### src/hdl/rv_ex_macros.svh
`ifndef RV_EX_MACROS_SVH
`define RV_EX_MACROS_SVH

// Datapath width
`define EX_XLEN 32

// Execute lanes behind the dispatcher
`define EX_NUM_LANES 4

// Result slots per lane, equal to its credits
`define EX_LANE_DEPTH 2

// Input FIFO slots, equal to upstream credits
`define EX_IN_DEPTH 4

// Downstream slots granted after reset
`define EX_OUT_CREDITS 4

`endif

### src/hdl/rv_isa_pkg.sv
package rv_isa_pkg;

    typedef enum logic [3:0] {
        LUI_IR,
        AUIPC_IR,
        JAL_IR,
        JALR_IR,
        BRANCH_IR,
        LOAD_IR,
        STORE_IR,
        REG_IMM_IR,
        REG_REG_IR,
        SYS_CALL_IR,
        CSR_IR
    } ir_type_e;

    // Low bits follow funct3, top bit picks SUB or SRA
    typedef enum logic [3:0] {
        ALU_ADD    = 4'b0000,
        ALU_SLL    = 4'b0001,
        ALU_SLT    = 4'b0010,
        ALU_SLTU   = 4'b0011,
        ALU_XOR    = 4'b0100,
        ALU_SRL    = 4'b0101,
        ALU_OR     = 4'b0110,
        ALU_AND    = 4'b0111,
        ALU_SUB    = 4'b1000,
        ALU_CP_IN2 = 4'b1001,
        ALU_JALR   = 4'b1010,
        ALU_CSRRC  = 4'b1011,
        ALU_SRA    = 4'b1101
    } alu_op_e;

    // Conditional codes reuse funct3
    typedef enum logic [2:0] {
        BR_BEQ     = 3'b000,
        BR_BNE     = 3'b001,
        BR_JUMP    = 3'b010,
        BR_NO_JUMP = 3'b011,
        BR_BLT     = 3'b100,
        BR_BGE     = 3'b101,
        BR_BLTU    = 3'b110,
        BR_BGEU    = 3'b111
    } branch_op_e;

    localparam logic [2:0] ADD_FUNCT3  = 3'b000;
    localparam logic [2:0] SLL_FUNCT3  = 3'b001;
    localparam logic [2:0] SLT_FUNCT3  = 3'b010;
    localparam logic [2:0] SLTU_FUNCT3 = 3'b011;
    localparam logic [2:0] XOR_FUNCT3  = 3'b100;
    localparam logic [2:0] SR_FUNCT3   = 3'b101;
    localparam logic [2:0] OR_FUNCT3   = 3'b110;
    localparam logic [2:0] AND_FUNCT3  = 3'b111;

    typedef struct packed {
        logic [6:0] funct7;
        logic [4:0] rs2;
        logic [4:0] rs1;
        logic [2:0] funct3;
        logic [4:0] rd;
        logic [6:0] opcode;
    } rv_r_view_t;

    typedef struct packed {
        logic [11:0] imm12;
        logic [4:0]  rs1;
        logic [2:0]  funct3;
        logic [4:0]  rd;
        logic [6:0]  opcode;
    } rv_i_view_t;

    typedef union packed {
        rv_r_view_t r;
        rv_i_view_t i;
    } rv_instr_u;

endpackage

### src/hdl/ex_flow_pkg.sv
`include "rv_ex_macros.svh"

package ex_flow_pkg;

    // Request as it arrives from operand read
    typedef struct packed {
        rv_isa_pkg::rv_instr_u instr;
        logic [`EX_XLEN-1:0]   pc;
        logic [`EX_XLEN-1:0]   data1;
        logic [`EX_XLEN-1:0]   data2;
        logic [`EX_XLEN-1:0]   z_;
    } ex_req_t;

    // Decoded micro-op, shared by all lanes
    typedef struct packed {
        rv_isa_pkg::ir_type_e ir_type;
        logic [2:0]           funct3;
        logic [6:0]           funct7;
        logic [`EX_XLEN-1:0]  data1;
        logic [`EX_XLEN-1:0]  data2;
        logic [`EX_XLEN-1:0]  pc;
        logic [`EX_XLEN-1:0]  imm;
        logic [`EX_XLEN-1:0]  z_;
    } ex_uop_t;

    typedef struct packed {
        logic [`EX_XLEN-1:0] result;
        logic                taken;
        logic [`EX_XLEN-1:0] link;
    } ex_rsp_t;

endpackage

### src/hdl/ex_ctrl.sv
`timescale 1ns/1ps
`include "rv_ex_macros.svh"

module ex_ctrl (
    input  rv_isa_pkg::ir_type_e    ir_type,
    input  logic [2:0]              funct3,
    input  logic [6:0]              funct7,
    input  logic [`EX_XLEN-1:0]     data1,
    input  logic [`EX_XLEN-1:0]     data2,
    input  logic [`EX_XLEN-1:0]     pc,
    input  logic [`EX_XLEN-1:0]     imm,
    input  logic [`EX_XLEN-1:0]     z_,
    output logic [`EX_XLEN-1:0]     in1,
    output logic [`EX_XLEN-1:0]     in2,
    output rv_isa_pkg::branch_op_e  branch_op,
    output rv_isa_pkg::alu_op_e     alu_op
);
    import rv_isa_pkg::*;

    // Arithmetic forms share funct3; only SUB and SRA look at funct7
    function automatic alu_op_e arith_op(input ir_type_e typ, input logic [2:0] f3,
                                         input logic [6:0] f7);
        if (f3 == SR_FUNCT3) begin
            return alu_op_e'({f7[5], f3});
        end
        else if (f3 == ADD_FUNCT3 && typ == REG_REG_IR) begin
            return alu_op_e'({f7[5], f3});
        end
        else begin
            return alu_op_e'({1'b0, f3});
        end
    endfunction

    always_comb
    begin
        case (ir_type)
            LUI_IR, AUIPC_IR, JAL_IR, BRANCH_IR:
            begin
                in1 = pc;
                in2 = imm;
            end
            REG_REG_IR:
            begin
                in1 = data1;
                in2 = data2;
            end
            SYS_CALL_IR:
            begin
                in1 = z_;
                in2 = imm;
            end
            CSR_IR:
            begin
                in1 = z_;
                // Immediate forms carry zimm
                in2 = funct3[2] ? imm : data1;
            end
            default:
            begin
                in1 = data1;
                in2 = imm;
            end
        endcase
    end

    always_comb
    begin
        case (ir_type)
            JAL_IR, JALR_IR, SYS_CALL_IR: branch_op = BR_JUMP;
            BRANCH_IR:                    branch_op = branch_op_e'(funct3);
            default:                      branch_op = BR_NO_JUMP;
        endcase
    end

    always_comb
    begin
        case (ir_type)
            LUI_IR:                 alu_op = ALU_CP_IN2;
            JALR_IR:                alu_op = ALU_JALR;
            REG_REG_IR, REG_IMM_IR: alu_op = arith_op(ir_type, funct3, funct7);
            CSR_IR:
            begin
                case (funct3[1:0])
                    2'b01:   alu_op = ALU_CP_IN2;
                    2'b10:   alu_op = ALU_OR;
                    2'b11:   alu_op = ALU_CSRRC;
                    default: alu_op = ALU_ADD;
                endcase
            end
            // Address and target forms
            default:                alu_op = ALU_ADD;
        endcase
    end

endmodule

### src/hdl/ex_lane.sv
`timescale 1ns/1ps
`include "rv_ex_macros.svh"

module ex_lane (
    input  logic                 clk,
    input  logic                 rst_n,
    input  logic                 issue_valid,
    input  ex_flow_pkg::ex_uop_t issue_uop,
    output logic                 lane_credit,
    output logic                 rsp_avail,
    output ex_flow_pkg::ex_rsp_t rsp_data,
    input  logic                 pop
);
    import rv_isa_pkg::*;
    import ex_flow_pkg::*;

    localparam int PW = $clog2(`EX_LANE_DEPTH);
    localparam int CW = $clog2(`EX_LANE_DEPTH + 1);

    logic [`EX_XLEN-1:0] in1;
    logic [`EX_XLEN-1:0] in2;
    logic [`EX_XLEN-1:0] alu_out;
    branch_op_e          branch_op;
    alu_op_e             alu_op;
    logic                taken;
    ex_rsp_t             rsp_new;
    ex_rsp_t             rsp_mem [`EX_LANE_DEPTH];
    logic [PW-1:0]       wr_ptr;
    logic [PW-1:0]       rd_ptr;
    logic [CW-1:0]       count;

    ex_ctrl u_ctrl (
        .ir_type   (issue_uop.ir_type),
        .funct3    (issue_uop.funct3),
        .funct7    (issue_uop.funct7),
        .data1     (issue_uop.data1),
        .data2     (issue_uop.data2),
        .pc        (issue_uop.pc),
        .imm       (issue_uop.imm),
        .z_        (issue_uop.z_),
        .in1       (in1),
        .in2       (in2),
        .branch_op (branch_op),
        .alu_op    (alu_op)
    );

    always_comb
    begin
        case (alu_op)
            ALU_SUB:    alu_out = in1 - in2;
            ALU_SLL:    alu_out = in1 << in2[4:0];
            ALU_SLT:    alu_out = {{(`EX_XLEN-1){1'b0}}, $signed(in1) < $signed(in2)};
            ALU_SLTU:   alu_out = {{(`EX_XLEN-1){1'b0}}, in1 < in2};
            ALU_XOR:    alu_out = in1 ^ in2;
            ALU_SRL:    alu_out = in1 >> in2[4:0];
            ALU_SRA:    alu_out = $signed(in1) >>> in2[4:0];
            ALU_OR:     alu_out = in1 | in2;
            ALU_AND:    alu_out = in1 & in2;
            ALU_CP_IN2: alu_out = in2;
            ALU_JALR:   alu_out = (in1 + in2) & ~`EX_XLEN'd1;
            ALU_CSRRC:  alu_out = in1 & ~in2;
            default:    alu_out = in1 + in2;
        endcase
    end

    // Branch decision on the register operands
    always_comb
    begin
        case (branch_op)
            BR_BEQ:  taken = issue_uop.data1 == issue_uop.data2;
            BR_BNE:  taken = issue_uop.data1 != issue_uop.data2;
            BR_BLT:  taken = $signed(issue_uop.data1) < $signed(issue_uop.data2);
            BR_BGE:  taken = $signed(issue_uop.data1) >= $signed(issue_uop.data2);
            BR_BLTU: taken = issue_uop.data1 < issue_uop.data2;
            BR_BGEU: taken = issue_uop.data1 >= issue_uop.data2;
            BR_JUMP: taken = 1'b1;
            default: taken = 1'b0;
        endcase
    end

    assign rsp_new = '{result: alu_out, taken: taken, link: issue_uop.pc + `EX_XLEN'd4};

    always_ff @(posedge clk)
    begin
        if (issue_valid)
            rsp_mem[wr_ptr] <= rsp_new;
    end

    always_ff @(posedge clk or negedge rst_n)
    begin
        if (!rst_n)
        begin
            wr_ptr <= '0;
            rd_ptr <= '0;
            count  <= '0;
        end
        else
        begin
            if (issue_valid)
                wr_ptr <= wr_ptr + 1'b1;
            if (pop)
                rd_ptr <= rd_ptr + 1'b1;
            case ({issue_valid, pop})
                2'b10:   count <= count + 1'b1;
                2'b01:   count <= count - 1'b1;
                default: count <= count;
            endcase
        end
    end

    assign rsp_avail   = count != '0;
    assign rsp_data    = rsp_mem[rd_ptr];
    // Slot freed by the pop goes back as a credit
    assign lane_credit = pop;

    a_push_not_full: assert property (@(posedge clk) disable iff (!rst_n)
        issue_valid |-> count < CW'(`EX_LANE_DEPTH));

    a_pop_not_empty: assert property (@(posedge clk) disable iff (!rst_n)
        pop |-> rsp_avail);

endmodule

### src/hdl/ex_dispatch.sv
`timescale 1ns/1ps
`include "rv_ex_macros.svh"

module ex_dispatch (
    input  logic                      clk,
    input  logic                      rst_n,
    input  logic                      in_valid,
    input  ex_flow_pkg::ex_req_t      in_req,
    output logic                      in_credit,
    output logic [`EX_NUM_LANES-1:0]  issue_valid,
    output ex_flow_pkg::ex_uop_t      issue_uop,
    input  logic [`EX_NUM_LANES-1:0]  lane_credit
);
    import rv_isa_pkg::*;
    import ex_flow_pkg::*;

    localparam int IPW = $clog2(`EX_IN_DEPTH);
    localparam int ICW = $clog2(`EX_IN_DEPTH + 1);
    localparam int LCW = $clog2(`EX_LANE_DEPTH + 1);
    localparam int LNW = $clog2(`EX_NUM_LANES);

    ex_req_t             in_mem [`EX_IN_DEPTH];
    logic [IPW-1:0]      in_wr_ptr;
    logic [IPW-1:0]      in_rd_ptr;
    logic [ICW-1:0]      in_cnt;
    ex_req_t             head;
    rv_instr_u           instr;
    ir_type_e            dec_type;
    logic [`EX_XLEN-1:0] imm;
    logic [LCW-1:0]      lane_cnt [`EX_NUM_LANES];
    logic [LNW-1:0]      next_lane;
    logic                issue;

    always_ff @(posedge clk)
    begin
        if (in_valid)
            in_mem[in_wr_ptr] <= in_req;
    end

    assign head  = in_mem[in_rd_ptr];
    assign instr = head.instr;

    always_comb
    begin
        case (instr.r.opcode)
            7'b0110111: dec_type = LUI_IR;
            7'b0010111: dec_type = AUIPC_IR;
            7'b1101111: dec_type = JAL_IR;
            7'b1100111: dec_type = JALR_IR;
            7'b1100011: dec_type = BRANCH_IR;
            7'b0000011: dec_type = LOAD_IR;
            7'b0100011: dec_type = STORE_IR;
            7'b0110011: dec_type = REG_REG_IR;
            7'b1110011: dec_type = (instr.r.funct3 == 3'b000) ? SYS_CALL_IR : CSR_IR;
            default:    dec_type = REG_IMM_IR;
        endcase
    end

    // S, B, U and J immediates rebuilt from the R view
    always_comb
    begin
        case (dec_type)
            LUI_IR, AUIPC_IR:
                imm = {instr.r.funct7, instr.r.rs2, instr.r.rs1, instr.r.funct3, 12'b0};
            JAL_IR:
                imm = {{(`EX_XLEN-20){instr.r.funct7[6]}}, instr.r.rs1, instr.r.funct3,
                       instr.r.rs2[0], instr.r.funct7[5:0], instr.r.rs2[4:1], 1'b0};
            BRANCH_IR:
                imm = {{(`EX_XLEN-12){instr.r.funct7[6]}}, instr.r.rd[0],
                       instr.r.funct7[5:0], instr.r.rd[4:1], 1'b0};
            STORE_IR:
                imm = {{(`EX_XLEN-12){instr.r.funct7[6]}}, instr.r.funct7, instr.r.rd};
            CSR_IR:
                imm = {{(`EX_XLEN-5){1'b0}}, instr.i.rs1};
            default:
                imm = {{(`EX_XLEN-12){instr.i.imm12[11]}}, instr.i.imm12};
        endcase
    end

    assign issue_uop = '{ir_type: dec_type, funct3: instr.r.funct3, funct7: instr.r.funct7,
                         data1: head.data1, data2: head.data2, pc: head.pc, imm: imm,
                         z_: head.z_};

    assign issue     = (in_cnt != '0) && (lane_cnt[next_lane] != '0);
    assign in_credit = issue;

    always_comb
    begin
        for (int k = 0; k < `EX_NUM_LANES; k++)
            issue_valid[k] = issue && (next_lane == LNW'(k));
    end

    always_ff @(posedge clk or negedge rst_n)
    begin
        if (!rst_n)
        begin
            in_wr_ptr <= '0;
            in_rd_ptr <= '0;
            in_cnt    <= '0;
            next_lane <= '0;
            for (int k = 0; k < `EX_NUM_LANES; k++)
                lane_cnt[k] <= LCW'(`EX_LANE_DEPTH);
        end
        else
        begin
            if (in_valid)
                in_wr_ptr <= in_wr_ptr + 1'b1;
            if (issue)
            begin
                in_rd_ptr <= in_rd_ptr + 1'b1;
                next_lane <= (next_lane == LNW'(`EX_NUM_LANES - 1)) ? '0 : next_lane + 1'b1;
            end
            case ({in_valid, issue})
                2'b10:   in_cnt <= in_cnt + 1'b1;
                2'b01:   in_cnt <= in_cnt - 1'b1;
                default: in_cnt <= in_cnt;
            endcase
            for (int k = 0; k < `EX_NUM_LANES; k++)
            begin
                case ({issue_valid[k], lane_credit[k]})
                    2'b10:   lane_cnt[k] <= lane_cnt[k] - 1'b1;
                    2'b01:   lane_cnt[k] <= lane_cnt[k] + 1'b1;
                    default: lane_cnt[k] <= lane_cnt[k];
                endcase
            end
        end
    end

    // Lane credits stay within the lane buffer depth
    for (genvar k = 0; k < `EX_NUM_LANES; k++)
    begin : g_credit_chk
        a_lane_credit_bound: assert property (@(posedge clk) disable iff (!rst_n)
            lane_cnt[k] <= LCW'(`EX_LANE_DEPTH));
    end

    a_fifo_no_overflow: assert property (@(posedge clk) disable iff (!rst_n)
        in_valid |-> in_cnt < ICW'(`EX_IN_DEPTH));

endmodule

### src/hdl/ex_collect.sv
`timescale 1ns/1ps
`include "rv_ex_macros.svh"

module ex_collect (
    input  logic                                    clk,
    input  logic                                    rst_n,
    input  logic [`EX_NUM_LANES-1:0]                rsp_avail,
    input  ex_flow_pkg::ex_rsp_t [`EX_NUM_LANES-1:0] rsp_data,
    output logic [`EX_NUM_LANES-1:0]                pop,
    output logic                                    out_valid,
    output ex_flow_pkg::ex_rsp_t                    out_rsp,
    input  logic                                    out_credit
);
    localparam int OCW = $clog2(`EX_OUT_CREDITS + 1);
    localparam int LNW = $clog2(`EX_NUM_LANES);

    logic [OCW-1:0] out_cnt;
    logic [LNW-1:0] next_rd;
    logic           take;

    // Same rotation as the dispatcher keeps program order
    assign take = rsp_avail[next_rd] && (out_cnt != '0);

    always_comb
    begin
        for (int k = 0; k < `EX_NUM_LANES; k++)
            pop[k] = take && (next_rd == LNW'(k));
    end

    always_ff @(posedge clk)
    begin
        if (take)
            out_rsp <= rsp_data[next_rd];
    end

    always_ff @(posedge clk or negedge rst_n)
    begin
        if (!rst_n)
        begin
            out_valid <= 1'b0;
            next_rd   <= '0;
            out_cnt   <= OCW'(`EX_OUT_CREDITS);
        end
        else
        begin
            out_valid <= take;
            if (take)
                next_rd <= (next_rd == LNW'(`EX_NUM_LANES - 1)) ? '0 : next_rd + 1'b1;
            case ({take, out_credit})
                2'b10:   out_cnt <= out_cnt - 1'b1;
                2'b01:   out_cnt <= out_cnt + 1'b1;
                default: out_cnt <= out_cnt;
            endcase
        end
    end

    a_credit_bound: assert property (@(posedge clk) disable iff (!rst_n)
        out_cnt <= OCW'(`EX_OUT_CREDITS));

endmodule

### src/hdl/ex_top.sv
`timescale 1ns/1ps
`include "rv_ex_macros.svh"

module ex_top (
    input  logic                 clk,
    input  logic                 rst_n,
    input  logic                 in_valid,
    input  ex_flow_pkg::ex_req_t in_req,
    output logic                 in_credit,
    output logic                 out_valid,
    output ex_flow_pkg::ex_rsp_t out_rsp,
    input  logic                 out_credit
);
    import ex_flow_pkg::*;

    logic [`EX_NUM_LANES-1:0]    issue_valid;
    ex_uop_t                     issue_uop;
    logic [`EX_NUM_LANES-1:0]    lane_credit;
    logic [`EX_NUM_LANES-1:0]    rsp_avail;
    ex_rsp_t [`EX_NUM_LANES-1:0] rsp_data;
    logic [`EX_NUM_LANES-1:0]    pop;

    ex_dispatch u_dispatch (
        .clk         (clk),
        .rst_n       (rst_n),
        .in_valid    (in_valid),
        .in_req      (in_req),
        .in_credit   (in_credit),
        .issue_valid (issue_valid),
        .issue_uop   (issue_uop),
        .lane_credit (lane_credit)
    );

    for (genvar k = 0; k < `EX_NUM_LANES; k++)
    begin : g_lane
        ex_lane u_lane (
            .clk         (clk),
            .rst_n       (rst_n),
            .issue_valid (issue_valid[k]),
            .issue_uop   (issue_uop),
            .lane_credit (lane_credit[k]),
            .rsp_avail   (rsp_avail[k]),
            .rsp_data    (rsp_data[k]),
            .pop         (pop[k])
        );
    end

    ex_collect u_collect (
        .clk        (clk),
        .rst_n      (rst_n),
        .rsp_avail  (rsp_avail),
        .rsp_data   (rsp_data),
        .pop        (pop),
        .out_valid  (out_valid),
        .out_rsp    (out_rsp),
        .out_credit (out_credit)
    );

endmodule

### config.mk
export PLATFORM = sky130hd
export DESIGN_NAME = ex_top
export DESIGN_NICKNAME = d
export VERILOG_FILES = /design/src/hdl/rv_isa_pkg.sv /design/src/hdl/ex_flow_pkg.sv /design/src/hdl/ex_ctrl.sv /design/src/hdl/ex_lane.sv /design/src/hdl/ex_dispatch.sv /design/src/hdl/ex_collect.sv /design/src/hdl/ex_top.sv
export VERILOG_INCLUDE_DIRS = /design/src /design/src/hdl
export SDC_FILE = /design/constraint.sdc
export NUM_CORES = 2
export LEC_CHECK = 0
export BUFFER_PORTS_ARGS = -buffer_cell sky130_fd_sc_hd__buf_4
export CORE_ASPECT_RATIO = 0.7
export CORE_MARGIN = 5
export CORE_UTILIZATION = 56
export DETAILED_ROUTE_END_ITERATION = 8
export PLACE_DENSITY = 0.83
export SETUP_SLACK_MARGIN = 0.02
export SLEW_MARGIN = 5
export SYNTH_ARGS = -nofsm -noshare
export SYNTH_HDL_FRONTEND = slang
export SYNTH_SLANG_ARGS = --single-unit
### constraint.sdc
create_clock -name clk -period 11.77 [get_ports clk]
set_input_delay 0.5885 -clock clk [delete_from_list [all_inputs] [get_ports clk]]
set_output_delay 0.5885 -clock clk [all_outputs]
set_load 0.05 [all_outputs]
After elaboration in Yosys (flattened, before gate mapping) --
Memories as Yosys holds them, arrays and structs flattened. Index checks and enable logic that the tools add are counted.
Storage, ports and cells: flip-flop bits (word level) 104, bits in writable memories 1160, memories kept 5
Memory list:
- u_dispatch.in_mem | depth 4, width 160, rd ports 1, clocked after Yosys merged registers in 0, wr ports 1, RTL line ex_dispatch.sv:22 | ex_req_t in_mem [`EX_IN_DEPTH];
- g_lane[0].u_lane.rsp_mem | depth 2, width 65, rd ports 1, clocked after Yosys merged registers in 0, wr ports 1, RTL line ex_lane.sv:27 | ex_rsp_t rsp_mem [`EX_LANE_DEPTH];
- g_lane[1].u_lane.rsp_mem | depth 2, width 65, rd ports 1, clocked after Yosys merged registers in 0, wr ports 1, RTL line ex_lane.sv:27
- g_lane[2].u_lane.rsp_mem | depth 2, width 65, rd ports 1, clocked after Yosys merged registers in 0, wr ports 1, RTL line ex_lane.sv:27
- g_lane[3].u_lane.rsp_mem | depth 2, width 65, rd ports 1, clocked after Yosys merged registers in 0, wr ports 1, RTL line ex_lane.sv:27
Operators by class: add/subtract/negate cells 35, $lt $le $gt $ge 8, equal/unequal tests 60, shifts and indexed selects 3, mux-type cells 42, bitwise gates (word level) 6, reduce and logical (&&, ||, !) cells 34
Operator list (number):
- $pmux W32 S12 | 1
- $pmux W32 S5 | 1
- $bmux W65 S2 | 1
- $lt A32 B32 Y1 | 4
- $pmux W32 S2 | 2
- $mux W65 | 1
- $and A32 B32 Y32 | 2
- $ge A32 B32 Y1 | 2
- $pmux W4 S9 | 1
- $add A32 B3 Y32 const B | 1
- $add A32 B32 Y32 | 1
- $eq A32 B32 Y1 | 1
- $eq A4 B4 Y1 const B | 8
- $mux W32 | 1
- $ne A32 B32 Y1 | 1
- $not A32 Y32 | 1
- $or A32 B32 Y32 | 1
- $pmux W2 S2 | 8
- $shl A32 B5 Y32 | 1
- $shr A32 B5 Y32 | 1
- $sshr A32 B5 Y32 | 1
- $sub A32 B32 Y32 | 1
- $xor A32 B32 Y32 | 1
- $eq A4 B3 Y1 const B | 7
- other kinds (37) | 138

Logic depth before layout (Yosys ltp) --
An unclocked memory read counts as a cell.
depth after elaboration 12, mapped depth 29, depth with buffers taken out 25

Hierarchy --
A second synthesis with hierarchy kept.
Second synthesis, totals: cells, all modules 9588, area, all modules 98170.4 um^2
Modules (own cells, without submodules):
- ex_dispatch | instances 1, cells an instance 1020, area an instance 24548.5 um^2
- ex_lane at g_lane[3].u_lane | instances 1, cells an instance 1886, area an instance 15653.8 um^2
- ex_lane at g_lane[1].u_lane | instances 1, cells an instance 1869, area an instance 15633.7 um^2
- ex_lane at g_lane[2].u_lane | instances 1, cells an instance 1862, area an instance 15549.9 um^2
- ex_lane at g_lane[0].u_lane | instances 1, cells an instance 1832, area an instance 15374.7 um^2
- ex_ctrl | instances 4, cells an instance 234, area an instance 1860.5 um^2
- ex_collect | instances 1, cells an instance 183, area an instance 3967.6 um^2

Worst setup path before layout --
Ideal clock, no wire load.
path kind reg2reg, start point reg u_dispatch.in_rd_ptr[0], end point mem g_lane[0].u_lane.rsp_mem[0][64] in the netlist's numbering (data pin), library setup time 0.240 ns, arrival time 6.603 ns, slack 4.927 ns, stages on the path, launching flop included 27, period minus slack after synthesis 6.843 ns, path through dfrtp_1 buf_6 buf_6 buf_4 buf_2 buf_2 buf_2 mux4_2 a22oi_1 o21a_1 buf_4 clkbuf_1 clkbuf_1 ha_1 clkbuf_1 o21bai_1 o31ai_1 a21oi_1 a221o_1 a221o_1 a21oi_1 o21ai_0 a211oi_1 a21oi_1 o21ai_0 a22oi_1 o2111ai_1
Between the ends: longest elaborated chain between the ends 12
RTL lines:
- from (decl) | RTL line ex_dispatch.sv:24 | logic [IPW-1:0] in_rd_ptr;
- from (signal assigned) | RTL line ex_dispatch.sv:110 | in_rd_ptr <= in_rd_ptr + 1'b1;
- $mem_v2 Z4 W160 *
- branches (longest 10 deep; another with $add A32 B32 Y32)
- $pmux W32 S12 * | RTL line ex_lane.sv:49 | case (alu_op)
- via g_lane[0].u_lane.alu_out[31] | RTL line ex_lane.sv:22 | logic [`EX_XLEN-1:0] alu_out;
- to (decl) | RTL line ex_lane.sv:27
Mark *: on every way through the listed nets, which the timed path passes.

Worst setup path in the final report --
start point reg u_dispatch.in_rd_ptr[1], end point mem g_lane[1].u_lane.rsp_mem[1][64] in the netlist's numbering (data pin)
Between the ends: longest elaborated chain between the ends 12
RTL lines (RTL line):
- $mem_v2 Z4 W160 *
- branches (longest 10 deep; another with $add A32 B32 Y32)
- $pmux W32 S12 *
- via g_lane[0].u_lane.alu_out[31] | ex_lane.sv:22
- to (decl) | ex_lane.sv:27
Marked as above.

==> flow_summary.json <==
{
  "hold_end": "u_dispatch.in_mem[3][87]",
  "hold_class": "in -> reg",
  "place_congestion": 1.06,
  "crit_required_ps": 12200,
  "htree_levels": 3,
  "cp-end-kind": "flop",
  "reg2reg_slack_ps": 2410,
  "peakVddDrop_v": 0.000238,
  "setup_viol": 0,
  "die_w_um": 401,
  "min_delay_path_depth": 1,
  "dr.pass1.iters": 9,
  "grt_pass1_wl_mm": 261,
  "cap_violations": 0,
  "core_area_um2": 106000,
  "layout_commonest_cell": "edfxtp_1",
  "synth_area_um2": 59800,
  "antenna_found_initial": 12,
  "worst_pin_slew_ps": 1400,
  "r2r.worst_path.cells": 19,
  "ys_warn_count": 0,
  "syn-num-nets": 4346,
  "grt_pass1_vias": 37000,
  "wl_per_cell_um": 31.4,
  "whs_ps": 44.9,
  "grt_overflow": 0,
  "period_needed_ps": 9360,
  "synth.distinct_cells": 103,
  "clock_path_buffers": 3,
  "slew_headroom_pct": 5.77,
  "cts_tree": "done",
  "finalSetupTns_ps": 0,
  "slowest_stage": "nor3_2",
  "fillers": 7469,
  "synth_cells": 4031,
  "multi_input_area_um2": 20300,
  "die_height_um": 283,
  "synth_top_area_share_pct": 61.5,
  "grtUsageTotal_pct": 31.1,
  "cts_buffers": 111,
  "dp_hpwl_mm": 122,
  "async_flop_share_pct": 3.09,
  "clock_sinks": 1264,
  "r2r_start": "u_dispatch.in_rd_ptr[1]",
  "cp-start-kind": "flop",
  "drv_slew": 0,
  "ys.flop_type": "edfxtp_1",
  "area_delta_synth_final_pct": 11.4,
  "yosysTopAreaCell": "edfxtp_1",
  "cp.arrival_ps": 9790,
  "rsz0062_at_grt": "no",
  "post_cts_buffers": 0,
  "synth-seq-area-share_pct": 63.1,
  "syn_area_per_cell_um2": 14.8,
  "cts_root_buf": "clkbuf_16",
  "initial_core_util_pct": 56.3,
  "insertion_delay_ps": 740,
  "final_nets": 4540,
  "status": "completed",
  "worst_clock_skew_ps": 63.4,
  "path_common_cell": "a21oi_1",
  "period_share_pct": 79.6,
  "fmax_ghz": 0.107,
  "post_dp_cell_area_um2": 63100,
  "layout_common_cells": "edfxtp_1 (1225), mux2i_1 (391), buf_4 (303)",
  "total_power_uw": 12400,
  "p_leak_uw": 0.0227,
  "antenna_left": 0,
  "cpPeakStageDelay_ps": 1060,
  "synthTopCellsByArea": "edfxtp_1 (61%), mux4_2 (8.5%), mux2i_1 (6.5%)",
  "stdcell_area_um2": 66600,
  "rr_endpoint": "g_lane[1].u_lane.rsp_mem[1][64]",
  "power.density_nw_per_um2": 186,
  "worstSetupPathType": "reg -> reg",
  "crit_buf_inv": 0,
  "die_area_um2": 114000,
  "port_buffers": 230,
  "path_cells": "mux4_2, nand4b_1, nor3_2, or3_1, a221o_1, ha_1, a21oi_1, o21bai_1, o31ai_1, a21oi_1, a221o_1, a221o_1, a21oi_1, o21ai_0, a211oi_1, a21oi_1, o21ai_0, a22oi_1, o2111ai_1",
  "via_count": 38700,
  "routed_via_density": 6.72,
  "grt_max_degree": 128,
  "regArea_um2": 37800,
  "path_clk_slew_ps": 70,
  "wirelength_mm": 181,
  "cp_top_family": "compound AO/OA/AOI/OAI gates",
  "rows": 100,
  "synth_edf_count": 1225,
  "drive_gt1_share_pct": 18.1,
  "drt_iter0_drc": 6186,
  "drc": 0,
  "hold_viol_final": 0,
  "boundaryPins": 231,
  "crit_fanout": 46,
  "min_from": "in_req[87]",
  "ys_ff_latch": 1264
}
worst reg2reg max path: stages (launching register included):
cell and delay (ps):
dfrtp_4 910, mux4_2 710, nand4b_1 310, nor3_2 1060
or3_1 840, a221o_1 660, ha_1 390, a21oi_1 210
o21bai_1 100, o31ai_1 660, a21oi_1 350, a221o_1 450
a221o_1 440, a21oi_1 350, o21ai_0 300, a211oi_1 370
a21oi_1 110, o21ai_0 210, a22oi_1 120, o2111ai_1 500
sequential cells by signal (all words and copies together) (netlist names), 3 cells and up:
name / flops
u_dispatch.in_cnt: 3
u_collect.out_cnt: 3
g_lane.u_lane.rsp_mem: 520
g_lane.u_lane.rd_ptr: 4
u_dispatch.lane_cnt: 8
g_lane.u_lane.wr_ptr: 4
g_lane.u_lane.count: 8
u_dispatch.in_mem: 640
u_collect.out_rsp: 65
Yosys cell counts, types with 6 or more instances:
cell and n:
nor2b_1 14, or3_1 10, nor2_1 213, dfrtp_1 34, o31ai_1 18, o21bai_1 22, nand4_1 20, o2111ai_1 8
a21o_1 24, nand2b_1 14, buf_2 54, and3_1 17, a21oi_1 179, a211oi_1 38, or2_2 8, ha_1 147
o22ai_1 32, o21a_1 12, a22oi_1 44, buf_1 33, xnor2_1 69, a32oi_1 11, o211ai_2 8, nand3_1 40
a221oi_1 23, xor2_1 32, edfxtp_1 1225, inv_1 220, o211ai_1 22, o21ai_0 167, nand2_1 230, a221o_1 28
a31oi_1 23, clkbuf_1 120, mux2_2 12, buf_4 6, and2_1 49, nor3_1 30, mux4_2 225, buf_6 11
mux2i_1 391, o221ai_1 27
metal layers:
layer	vias to the layer above	wire, um	track usage [%]
met5	-	36	0
met4	6	6810	10.1
met3	449	24100	10.2
met2	2813	78600	45.4
met1	19400	71100	44.8
li1	16000	-	-
cells by family after synthesis:
family	share of synthesized area, %
multiplexers	15.3
flip-flops	63.1
XOR/XNOR	1.48
adder cells (fa/ha/maj)	3.21
AO/OA/AOI/OAI	8.51
buffers and inverters	3.11
AND/OR/NAND/NOR	5.26
stage by stage:
stage / std cells / setup WS (ps) / util (%)
3_5_place_dp: 5539 / 2880 / 59.4
6_report: 5752 / 2410 / 62.7
4_1_cts: 5745 / 2830 / 62.7
3_3_place_gp: 5539 / 3010 / 59.4
5_1_grt: 5750 / 2000 / 62.7
2_1_floorplan: 4031 / 4930 / -
timing repair:
action,4_1_cts,5_1_grt
endpoints found under the hold margin,34,0
hold buffers,1,0
gates resized for setup,0,0
worst max path at each step:
stage	startpoint	endpoint	slack [ps]	depth (start not counted)
global route	u_dispatch.in_rd_ptr[0]	g_lane[2].u_lane.rsp_mem[0][64]	2000	22
finish	u_dispatch.in_rd_ptr[1]	g_lane[1].u_lane.rsp_mem[1][64]	2410	19
global placement	u_dispatch.in_rd_ptr[0]	g_lane[0].u_lane.rsp_mem[0][61]	3010	22
floorplan	u_dispatch.in_rd_ptr[0]	g_lane[0].u_lane.rsp_mem[0][64]	4930	26
CTS	u_dispatch.in_rd_ptr[0]	g_lane[3].u_lane.rsp_mem[0][61]	2830	22
detailed placement	u_dispatch.in_rd_ptr[0]	g_lane[0].u_lane.rsp_mem[1][61]	2880	22
cell type report:
type	instances	share of cell area, %
antenna	7	0.0263
inverter	224	1.27
multi-input combinational	2319	30.5
clock inverter	65	0.885
tap	1428	2.68
clock buffer	140	4.41
timing repair buffer	305	3.46
sequential	1264	56.7
power by group:
| group | total (uW) | internal (uW) | switching, uW |
|---|---|---|---|
| Combinational | 3110 | 884 | 2220 |
| Clock | 3580 | 1950 | 1630 |
| Sequential | 5730 | 5620 | 116 |
Note: power is estimated with default switching activity, not from simulation.
